## src/rtl/dma_pkg.sv

```systemverilog
package dma_pkg;

  // -------------------------------------------------------------------------
  // default sizes for the top level parameters
  // -------------------------------------------------------------------------
  localparam int ADDR_W        = 32;   // external byte address
  localparam int DATA_W        = 32;   // power of two
  localparam int BOUNDARY_W    = 12;   // 4 KB burst window
  localparam int MAX_BURST     = 256;  // words per burst
  localparam int BLEN_W        = 8;    // awlen / arlen
  localparam int CMD_DEPTH_LOG = 4;    // both queues

  // -------------------------------------------------------------------------
  // splitter FSM and transfer direction
  // -------------------------------------------------------------------------
  typedef enum logic [2:0] {
    IDLE,
    LOAD,
    ISSUE,
    WAIT,
    NEXT
  } burst_state_t;

  // carried with every issued burst
  typedef enum logic [1:0] {
    DIR_NONE,
    DIR_TO_CORE,   // external memory -> core stream
    DIR_TO_EXT     // core stream -> external memory
  } dma_dir_t;

endpackage

```

## src/rtl/burst_splitter.sv

```systemverilog
`timescale 1ns/1ns

module burst_splitter #(
  parameter int ADDR_W     = 32,
  parameter int DATA_W     = 32,
  parameter int BOUNDARY_W = 12,
  parameter int MAX_BURST  = 256,
  parameter int BLEN_W     = 8
) (
  input  logic                CLK0,
  input  logic                RST0,
  input  logic                req_empty,
  output logic                req_deq,
  input  logic [ADDR_W-1:0]   req_addr,
  input  logic                req_to_core,
  input  logic                req_to_ext,
  input  logic [ADDR_W:0]     req_words,
  input  logic                issued_full,
  output logic                issued_enq,
  output dma_pkg::dma_dir_t   issued_dir,
  output logic [ADDR_W:0]     issued_words,
  output logic [ADDR_W-1:0]   araddr,
  output logic [BLEN_W-1:0]   arlen,
  output logic                arvalid,
  input  logic                arready,
  output logic [ADDR_W-1:0]   awaddr,
  output logic [BLEN_W-1:0]   awlen,
  output logic                awvalid,
  input  logic                awready,
  output logic                active
);

  localparam int OFF_W       = $clog2(DATA_W / 8);            // byte offset bits
  localparam int CNT_W       = ADDR_W + 1;
  localparam int BOUND_WORDS = 1 << (BOUNDARY_W - OFF_W);     // words per window
  localparam logic [ADDR_W-1:0] ADDR_MASK = {ADDR_W{1'b1}} << OFF_W;

  dma_pkg::burst_state_t state;
  dma_pkg::dma_dir_t     dir_q;
  dma_pkg::dma_dir_t     req_dir;
  logic [ADDR_W-1:0]     req_addr_al;
  logic [ADDR_W-1:0]     cur_addr;     // address of the burst in flight
  logic [CNT_W-1:0]      rem_words;    // words not yet accepted on the bus
  logic [CNT_W-1:0]      size_cap;
  logic [CNT_W-1:0]      rest_bound;
  logic [CNT_W-1:0]      burst_len;
  logic [CNT_W-1:0]      len_c;
  logic                  enq_pend;
  logic                  addr_done;

  function automatic logic [CNT_W-1:0] cap_words(input logic [CNT_W-1:0] w);
    cap_words = (w <= CNT_W'(MAX_BURST)) ? w : CNT_W'(MAX_BURST);
  endfunction

  // words left before the next boundary
  function automatic logic [CNT_W-1:0] rest_words(input logic [ADDR_W-1:0] a);
    rest_words = CNT_W'(BOUND_WORDS) - CNT_W'(a[BOUNDARY_W-1:OFF_W]);
  endfunction

  // last byte a burst reaches, from its channel address and length
  function automatic logic [ADDR_W-1:0] burst_last_byte(input logic [ADDR_W-1:0] a,
                                                         input logic [BLEN_W-1:0] len);
    burst_last_byte = a + ((ADDR_W'(len) + ADDR_W'(1)) << OFF_W) - ADDR_W'(1);
  endfunction

  assign req_addr_al = req_addr & ADDR_MASK;
  assign req_dir = req_to_ext  ? dma_pkg::DIR_TO_EXT  :
                   req_to_core ? dma_pkg::DIR_TO_CORE : dma_pkg::DIR_NONE;

  assign req_deq   = (state == dma_pkg::IDLE) && !req_empty && !issued_full;
  assign len_c     = (size_cap <= rest_bound) ? size_cap : rest_bound;
  assign addr_done = (arvalid && arready) || (awvalid && awready);

  // both address channels carry the same burst fields
  assign araddr = cur_addr;
  assign awaddr = cur_addr;
  assign arlen  = BLEN_W'(burst_len - 1'b1);
  assign awlen  = BLEN_W'(burst_len - 1'b1);

  assign issued_enq   = enq_pend;    // first WAIT cycle
  assign issued_dir   = dir_q;
  assign issued_words = burst_len;
  assign active       = (state != dma_pkg::IDLE);

  // -------------------------------------------------------------------------
  // splitter FSM
  // -------------------------------------------------------------------------
  always_ff @(posedge CLK0) begin
    if (RST0) begin
      state    <= dma_pkg::IDLE;
      arvalid  <= 1'b0;
      awvalid  <= 1'b0;
      enq_pend <= 1'b0;
    end else begin
      enq_pend <= 1'b0;
      case (state)
        dma_pkg::IDLE: begin
          if (req_deq) state <= dma_pkg::LOAD;
        end
        dma_pkg::LOAD: begin  // queue head is valid now
          cur_addr   <= req_addr_al;
          rem_words  <= req_words;
          dir_q      <= req_dir;
          size_cap   <= cap_words(req_words);
          rest_bound <= rest_words(req_addr_al);
          if (req_words == '0 || req_dir == dma_pkg::DIR_NONE) begin
            state <= dma_pkg::IDLE;   // nothing to move
          end else begin
            state <= dma_pkg::ISSUE;
          end
        end
        dma_pkg::ISSUE: begin
          burst_len <= len_c;
          arvalid   <= (dir_q == dma_pkg::DIR_TO_CORE);
          awvalid   <= (dir_q == dma_pkg::DIR_TO_EXT);
          enq_pend  <= 1'b1;
          state     <= dma_pkg::WAIT;
        end
        dma_pkg::WAIT: begin
          if (addr_done) begin
            arvalid   <= 1'b0;
            awvalid   <= 1'b0;
            cur_addr  <= cur_addr + ADDR_W'(burst_len << OFF_W);
            rem_words <= rem_words - burst_len;
            if (rem_words == burst_len) begin
              state <= dma_pkg::IDLE;
            end else begin
              state <= dma_pkg::NEXT;
            end
          end
        end
        dma_pkg::NEXT: begin
          // hold here while the mover lags behind
          if (!issued_full) begin
            size_cap   <= cap_words(rem_words);
            rest_bound <= rest_words(cur_addr);
            state      <= dma_pkg::ISSUE;
          end
        end
        default: state <= dma_pkg::IDLE;
      endcase
    end
  end

  assert property (@(posedge CLK0) disable iff (RST0) !(arvalid && awvalid))
    else $error("burst_splitter: arvalid and awvalid high together");

  // first and last byte of a burst share one window
  assert property (@(posedge CLK0) disable iff (RST0)
    (!arvalid || (burst_last_byte(araddr, arlen) >> BOUNDARY_W) == (araddr >> BOUNDARY_W)) &&
    (!awvalid || (burst_last_byte(awaddr, awlen) >> BOUNDARY_W) == (awaddr >> BOUNDARY_W)))
    else $error("burst_splitter: burst crosses boundary");

endmodule

```

## src/rtl/cmd_fifo.sv

```systemverilog
`timescale 1ns/1ns

module cmd_fifo #(
  parameter int DATA_BITS = 32,
  parameter int DEPTH_LOG = 4
) (
  input  logic                 CLK0,
  input  logic                 RST0,
  input  logic [DATA_BITS-1:0] wr_data,
  input  logic                 enq,
  output logic                 full,
  output logic                 almost_full,
  output logic [DATA_BITS-1:0] rd_data,
  input  logic                 deq,
  output logic                 empty
);

  localparam int DEPTH = 1 << DEPTH_LOG;
  localparam bit [DEPTH_LOG:0] CNT_FULL = (DEPTH_LOG + 1)'(DEPTH);
  localparam bit [DEPTH_LOG:0] CNT_ALMOST = (DEPTH_LOG + 1)'(DEPTH - 1);

  logic [DATA_BITS-1:0] mem [DEPTH];
  logic [DEPTH_LOG-1:0] head;
  logic [DEPTH_LOG-1:0] tail;
  logic [DEPTH_LOG:0]   count;
  logic [DEPTH_LOG:0]   count_nxt;
  logic                 do_enq;
  logic                 do_deq;

  assign do_enq = enq && !full;
  assign do_deq = deq && !empty;

  // occupancy after this cycle, so the flags see a simultaneous enq and deq
  always_comb begin
    case ({do_enq, do_deq})
      2'b10:   count_nxt = count + 1'b1;
      2'b01:   count_nxt = count - 1'b1;
      default: count_nxt = count;
    endcase
  end

  // -------------------------------------------------------------------------
  // pointers and registered flags
  // -------------------------------------------------------------------------
  always_ff @(posedge CLK0) begin
    if (RST0) begin
      head        <= '0;
      tail        <= '0;
      count       <= '0;
      empty       <= 1'b1;
      full        <= 1'b0;
      almost_full <= 1'b0;
    end else begin
      if (do_enq) tail <= tail + 1'b1;   // wraps at DEPTH
      if (do_deq) head <= head + 1'b1;
      count       <= count_nxt;
      empty       <= (count_nxt == '0);
      full        <= (count_nxt == CNT_FULL);
      almost_full <= (count_nxt >= CNT_ALMOST);
    end
  end

  // head entry appears one cycle after deq
  always_ff @(posedge CLK0) begin
    if (do_enq) mem[tail] <= wr_data;
    rd_data <= mem[head];
  end

  // producers must watch full (or almost_full) before pushing
  assert property (@(posedge CLK0) disable iff (RST0) enq |-> !full)
    else $error("cmd_fifo: enq while full");

endmodule

```

## src/rtl/dma_stream.sv

```systemverilog
`timescale 1ns/1ns

module dma_stream #(
  parameter int ADDR_W        = dma_pkg::ADDR_W,
  parameter int DATA_W        = dma_pkg::DATA_W,
  parameter int BOUNDARY_W    = dma_pkg::BOUNDARY_W,
  parameter int MAX_BURST     = dma_pkg::MAX_BURST,
  parameter int BLEN_W        = dma_pkg::BLEN_W,
  parameter int CMD_DEPTH_LOG = dma_pkg::CMD_DEPTH_LOG
) (
  input  logic                CLK0,
  input  logic                RST0,
  // core stream
  output logic                core_rd_en,
  input  logic [DATA_W-1:0]   core_rd_data,
  input  logic                core_rd_empty,
  output logic                core_wr_en,
  output logic [DATA_W-1:0]   core_wr_data,
  input  logic                core_wr_almost_full,
  // requests
  input  logic [ADDR_W-1:0]   req_addr,     // byte address
  input  logic                req_to_core,
  input  logic                req_to_ext,
  input  logic [ADDR_W:0]     req_words,
  output logic                req_ready,
  output logic                req_busy,
  // external bus
  output logic [ADDR_W-1:0]   awaddr,
  output logic [BLEN_W-1:0]   awlen,
  output logic                awvalid,
  input  logic                awready,
  output logic [DATA_W-1:0]   wdata,
  output logic [DATA_W/8-1:0] wstrb,
  output logic                wlast,
  output logic                wvalid,
  input  logic                wready,
  output logic [ADDR_W-1:0]   araddr,
  output logic [BLEN_W-1:0]   arlen,
  output logic                arvalid,
  input  logic                arready,
  input  logic [DATA_W-1:0]   rdata,
  input  logic                rvalid,
  output logic                rready
);

  localparam int CNT_W = ADDR_W + 1;
  localparam int REQ_W = ADDR_W + 2 + CNT_W;
  localparam int ISS_W = $bits(dma_pkg::dma_dir_t) + CNT_W;

  logic              req_enq;
  logic              req_deq;
  logic              req_empty;
  logic              req_almost_full;
  logic [REQ_W-1:0]  req_rd_data;
  logic [ADDR_W-1:0] hd_addr;
  logic              hd_to_core;
  logic              hd_to_ext;
  logic [CNT_W-1:0]  hd_words;

  logic              issued_enq;
  logic              issued_deq;
  logic              issued_full;
  logic              issued_empty;
  dma_pkg::dma_dir_t tl_dir;
  logic [CNT_W-1:0]  tl_words;
  logic [ISS_W-1:0]  issued_rd_data;
  dma_pkg::dma_dir_t hd_dir;
  logic [CNT_W-1:0]  hd_burst_words;

  logic              split_active;
  logic              move_active;

  // -------------------------------------------------------------------------
  // request queue
  // -------------------------------------------------------------------------
  assign req_enq   = req_to_core || req_to_ext;
  assign req_ready = !req_almost_full;
  assign {hd_addr, hd_to_core, hd_to_ext, hd_words} = req_rd_data;

  cmd_fifo #(
    .DATA_BITS (REQ_W),
    .DEPTH_LOG (CMD_DEPTH_LOG)
  ) req_fifo_i (
    .CLK0        (CLK0),
    .RST0        (RST0),
    .wr_data     ({req_addr, req_to_core, req_to_ext, req_words}),
    .enq         (req_enq),
    .full        (),
    .almost_full (req_almost_full),
    .rd_data     (req_rd_data),
    .deq         (req_deq),
    .empty       (req_empty)
  );

  // -------------------------------------------------------------------------
  // issued-burst queue
  // -------------------------------------------------------------------------
  assign hd_dir         = dma_pkg::dma_dir_t'(issued_rd_data[ISS_W-1:CNT_W]);
  assign hd_burst_words = issued_rd_data[CNT_W-1:0];

  cmd_fifo #(
    .DATA_BITS (ISS_W),
    .DEPTH_LOG (CMD_DEPTH_LOG)
  ) issued_fifo_i (
    .CLK0        (CLK0),
    .RST0        (RST0),
    .wr_data     ({tl_dir, tl_words}),
    .enq         (issued_enq),
    .full        (issued_full),
    .almost_full (),
    .rd_data     (issued_rd_data),
    .deq         (issued_deq),
    .empty       (issued_empty)
  );

  burst_splitter #(
    .ADDR_W     (ADDR_W),
    .DATA_W     (DATA_W),
    .BOUNDARY_W (BOUNDARY_W),
    .MAX_BURST  (MAX_BURST),
    .BLEN_W     (BLEN_W)
  ) burst_splitter_i (
    .CLK0         (CLK0),
    .RST0         (RST0),
    .req_empty    (req_empty),
    .req_deq      (req_deq),
    .req_addr     (hd_addr),
    .req_to_core  (hd_to_core),
    .req_to_ext   (hd_to_ext),
    .req_words    (hd_words),
    .issued_full  (issued_full),
    .issued_enq   (issued_enq),
    .issued_dir   (tl_dir),
    .issued_words (tl_words),
    .araddr       (araddr),
    .arlen        (arlen),
    .arvalid      (arvalid),
    .arready      (arready),
    .awaddr       (awaddr),
    .awlen        (awlen),
    .awvalid      (awvalid),
    .awready      (awready),
    .active       (split_active)
  );

  stream_mover #(
    .DATA_W (DATA_W),
    .ADDR_W (ADDR_W)
  ) stream_mover_i (
    .CLK0                (CLK0),
    .RST0                (RST0),
    .issued_empty        (issued_empty),
    .issued_deq          (issued_deq),
    .issued_dir          (hd_dir),
    .issued_words        (hd_burst_words),
    .core_rd_en          (core_rd_en),
    .core_rd_data        (core_rd_data),
    .core_rd_empty       (core_rd_empty),
    .core_wr_en          (core_wr_en),
    .core_wr_data        (core_wr_data),
    .core_wr_almost_full (core_wr_almost_full),
    .wdata               (wdata),
    .wstrb               (wstrb),
    .wlast               (wlast),
    .wvalid              (wvalid),
    .wready              (wready),
    .rdata               (rdata),
    .rvalid              (rvalid),
    .rready              (rready),
    .active              (move_active)
  );

  // busy from the cycle after enqueue until everything drains
  always_ff @(posedge CLK0) begin
    if (RST0) begin
      req_busy <= 1'b0;
    end else begin
      req_busy <= req_enq || !req_empty || !issued_empty ||
                  split_active || move_active;
    end
  end

endmodule

```

## src/rtl/stream_mover.sv

```systemverilog
`timescale 1ns/1ns

module stream_mover #(
  parameter int DATA_W = 32,
  parameter int ADDR_W = 32
) (
  input  logic                  CLK0,
  input  logic                  RST0,
  input  logic                  issued_empty,
  output logic                  issued_deq,
  input  dma_pkg::dma_dir_t     issued_dir,
  input  logic [ADDR_W:0]       issued_words,
  output logic                  core_rd_en,
  input  logic [DATA_W-1:0]     core_rd_data,
  input  logic                  core_rd_empty,
  output logic                  core_wr_en,
  output logic [DATA_W-1:0]     core_wr_data,
  input  logic                  core_wr_almost_full,
  output logic [DATA_W-1:0]     wdata,
  output logic [DATA_W/8-1:0]   wstrb,
  output logic                  wlast,
  output logic                  wvalid,
  input  logic                  wready,
  input  logic [DATA_W-1:0]     rdata,
  input  logic                  rvalid,
  output logic                  rready,
  output logic                  active
);

  localparam int CNT_W = ADDR_W + 1;

  dma_pkg::dma_dir_t mode;        // DIR_NONE while idle
  logic [CNT_W-1:0]  beats;       // words left to pull or receive
  logic              deq_q;       // issued entry valid this cycle
  logic              rd_en_q;     // core word arrives this cycle
  logic [DATA_W-1:0] wdata_hold;

  assign issued_deq = !issued_empty && !deq_q && (mode == dma_pkg::DIR_NONE);
  assign active     = (mode != dma_pkg::DIR_NONE) || deq_q;

  // -------------------------------------------------------------------------
  // external -> core
  // -------------------------------------------------------------------------
  assign rready       = (mode == dma_pkg::DIR_TO_CORE) && !core_wr_almost_full;
  assign core_wr_en   = rvalid && rready;
  assign core_wr_data = rdata;

  // -------------------------------------------------------------------------
  // core -> external
  // -------------------------------------------------------------------------
  // pull a word only if the w slot frees up this cycle
  assign core_rd_en = (mode == dma_pkg::DIR_TO_EXT) && (beats != '0) &&
                      !core_rd_empty && (!wvalid || wready);

  assign wdata = rd_en_q ? core_rd_data : wdata_hold;
  assign wstrb = '1;
  assign wlast = (mode == dma_pkg::DIR_TO_EXT) && (beats == '0);  // last word pulled

  always_ff @(posedge CLK0) begin
    wdata_hold <= wdata;
  end

  always_ff @(posedge CLK0) begin
    if (RST0) begin
      mode    <= dma_pkg::DIR_NONE;
      deq_q   <= 1'b0;
      rd_en_q <= 1'b0;
      wvalid  <= 1'b0;
    end else begin
      deq_q   <= issued_deq;
      rd_en_q <= core_rd_en;
      wvalid  <= core_rd_en || (wvalid && !wready);
      case (mode)
        dma_pkg::DIR_NONE: begin
          if (deq_q) begin
            mode  <= issued_dir;
            beats <= issued_words;
          end
        end
        dma_pkg::DIR_TO_CORE: begin
          if (core_wr_en) begin
            beats <= beats - 1'b1;
            if (beats == CNT_W'(1)) mode <= dma_pkg::DIR_NONE;
          end
        end
        dma_pkg::DIR_TO_EXT: begin
          if (core_rd_en) beats <= beats - 1'b1;
          if (wvalid && wready && wlast) mode <= dma_pkg::DIR_NONE;
        end
        default: mode <= dma_pkg::DIR_NONE;
      endcase
    end
  end

  // a stalled w beat keeps both valid and payload
  assert property (@(posedge CLK0) disable iff (RST0)
    (wvalid && !wready) |=> (wvalid && $stable(wdata)))
    else $error("stream_mover: w beat dropped or changed under stall");

endmodule

```

## config.mk

```make
export PLATFORM = sky130hd
export DESIGN_NAME = dma_stream
export DESIGN_NICKNAME = d
export VERILOG_FILES = /design/src/rtl/dma_pkg.sv /design/src/rtl/burst_splitter.sv /design/src/rtl/cmd_fifo.sv /design/src/rtl/dma_stream.sv /design/src/rtl/stream_mover.sv
export SDC_FILE = /design/constraint.sdc
export NUM_CORES = 2
export LEC_CHECK = 0
export ABC_CLOCK_PERIOD_IN_PS = 10410
export BUFFER_PORTS_ARGS = -buffer_cell sky130_fd_sc_hd__buf_2
export CAP_MARGIN = 25
export CORE_MARGIN = 4
export CORE_UTILIZATION = 25
export CTS_CLUSTER_DIAMETER = 80
export DETAILED_ROUTE_END_ITERATION = 7
export GPL_TIMING_DRIVEN = 0
export SYNTH_ARGS = -nofsm -noshare
export SYNTH_HDL_FRONTEND = slang
export SYNTH_HIERARCHICAL = 1
export SYNTH_SLANG_ARGS = --single-unit
```

## constraint.sdc

```tcl
create_clock -name CLK0 -period 10.41 [get_ports CLK0]
set_clock_uncertainty 0.15 [all_clocks]
set_input_delay 1.5615 -clock CLK0 [delete_from_list [all_inputs] [get_ports CLK0]]
set_output_delay 1.5615 -clock CLK0 [all_outputs]
set_load 0.01 [all_outputs]
```

==> flow_metrics.tcl <==
set metrics [dict create \
    status "finished, final reports clean" \
    startpoint "burst_splitter_i/issued_words[0]" \
    start_util_pct 25.1 \
    grt_usage_pct 12.4 \
    required_ns 8.70 \
    swShare_pct 25.3 \
    drtIter0Drc 3772 \
    antenna_left 0 \
    grt_pass1_vias 40700 \
    power.density_nw_per_um2 207 \
    final_common_cell "edfxtp_1" \
    hold_viol_final 0 \
    post-route-period-util_pct 49.9 \
    overflow 0 \
    path_buf_inv 4 \
    dp.cells 8514 \
    worst_setup_path_start_kind "flip-flop" \
    drv_cap 0 \
    rsz0062_at_grt "false" \
    slowest_delay_ns 1.03 \
    r2r_slack_ns 6.35 \
    synthToLayoutAreaGrowth_pct 19.9 \
    cts_buffers 193 \
    stdcell_count 8865 \
    vias 40600 \
    drc 0 \
    io_pins 296 \
    holdPathStages 1 \
    drt_pre_antenna_iters 5 \
    worst_pin_slew_ns 1.05 \
    post-cts-setup-buffer-count 0 \
    nets 4825 \
    grt_max_degree 31 \
    final_cell_mix "edfxtp_1 (1775), mux4_2 (500), buf_2 (292)" \
    seqPwrFrac_pct 49.1 \
    p_int_mw 14.4 \
    post_drt_wl_per_cell_um 23.1 \
    place_hpwl_mm 141 \
    cts.sinks 1950 \
    synthesis.area_um2 77800 \
    path_cells "inv_1 -> ha_1 -> inv_1 -> buf_4 -> buf_2" \
    cts_resized 0 \
    grt_pass1_wl_mm 293 \
    dieArea_um2 320000 \
    r2r_end "req_fifo_i/almost_full" \
    place.gp.congestion 0.866 \
    cts_tree "yes" \
    vdd_drop_max_mv 0.143 \
    die_h_um 566 \
    antenna_found_initial 34 \
    root_buffer "clkbuf_16" \
    vias_per_cell 4.57 \
    die_w_um 566 \
    cts_htree_levels 4 \
    slew_violations 0 \
    syn_avg_cell_area_um2 19.7 \
    slew_headroom_pct 30.2 \
    cts_max_path_buffers 4 \
    portBuffers 253 \
    finalCriticalPeriod_ns 5.19 \
    p_leak_nw 29.8 \
    rows 204 \
    setup_viol 0 \
    pwr-share-clk_pct 36.0 \
    finalPower_mw 19.3 \
    cp_common_cell "inv_1" \
    cp.arrival_ns 3.48 \
    crit_type "reg2out" \
    switchingPower_mw 4.87 \
    worstReg2RegStart "burst_splitter_i/state[1]" \
    reg2reg_depth 14 \
    hold_buffers 0 \
    crit_fanout 20 \
    cpLargestDelayFamily "buffers and inverters" \
    worstHoldPathType "reg2reg" \
    fmaxAchievable_mhz 193 \
    clk_latency_ns 0.85 \
    slowest_stage "edfxtp_1" \
    path_depth 5 \
    drive_gt1_share_pct 30.1 \
    pwr-share-comb_pct 14.8 \
    cp-endpoint "awlen[1]" \
    cts.clk_slew.worst_paths_ns 0.06 \
    drt-total-wl_mm 205 \
    ys_warn_count 6 \
    core_um2 309000 \
    synthCells 3954 \
    endpoint_kind "output port" \
    utilization_pct 30.1 \
]
==> power groups by stage <==
stage                     clock network (mW)  registers (mW)  logic [mW]
after floorplan                            0            9.42        1.95
final                                   6.95            9.48        2.86
after CTS                               7.11            9.48        2.89
after global routing                    7.46            9.50        3.11
after detailed placement                   0            9.65        2.88
after global placement                     0            9.69        2.74
==> routing by layer <==
layer	share of wire [%]	GRT usage (%)	vias up
met1	40	16.1	21500
met2	50	21.3	1520
met3	6.5	2.18	317
met5	0.066	0	-
met4	2.8	3.59	20
li1	-	-	17200
==> layout make-up <==
cell class                      count  area [um^2]
Tap cell                         4120         5150
Buffer                            263         1590
Antenna cell                        5         12.5
Multi-Input combinational cell   1708        19500
Sequential cell                  1950        56800
Clock buffer                      262         5470
Clock inverter                     84          831
Inverter                           85          322
Timing Repair Buffer              388         3520
Fill cell                       30000       216000
==> worst min path at each step <==
| stage | from | endpoint |
|---|---|---|
| 2_1_floorplan | req_fifo_i/rd_data[33] | burst_splitter_i/issued_dir[1] |
| 3_3_place_gp | stream_mover_i/wdata_hold[7] | stream_mover_i/wdata_hold[7] |
| 3_5_place_dp | stream_mover_i/wdata_hold[24] | stream_mover_i/wdata_hold[24] |
| 4_1_cts | issued_fifo_i/rd_data[33] | stream_mover_i/mode[0] |
| 5_1_grt | stream_mover_i/wdata_hold[11] | stream_mover_i/wdata_hold[11] |
| 6_report | stream_mover_i/wdata_hold[11] | stream_mover_i/wdata_hold[11] |
==> through the flow <==
step	hold slack, ns	setup slack (ns)	TNS, ns	cell area (um^2)
after floorplan	0.275	2.58	0	78000
after global placement	0.302	-3.89	-1023.40	84400
after detailed placement	0.312	5.87	0	86900
after CTS	0.325	5.07	0	93200
after global routing	0.337	5.13	0	93200
final	0.320	5.22	0	93200
==> flip-flops by register name (all words and copies together) (netlist names), 33 cells and up <==
register and flops:
burst_splitter_i/rem_words 33, stream_mover_i/beats 33, req_fifo_i/rd_data 65, burst_splitter_i/size_cap 33, burst_splitter_i/issued_words 33, issued_fifo_i/mem 560, req_fifo_i/mem 1040, issued_fifo_i/rd_data 35
(Power assumes the default switching activity.)
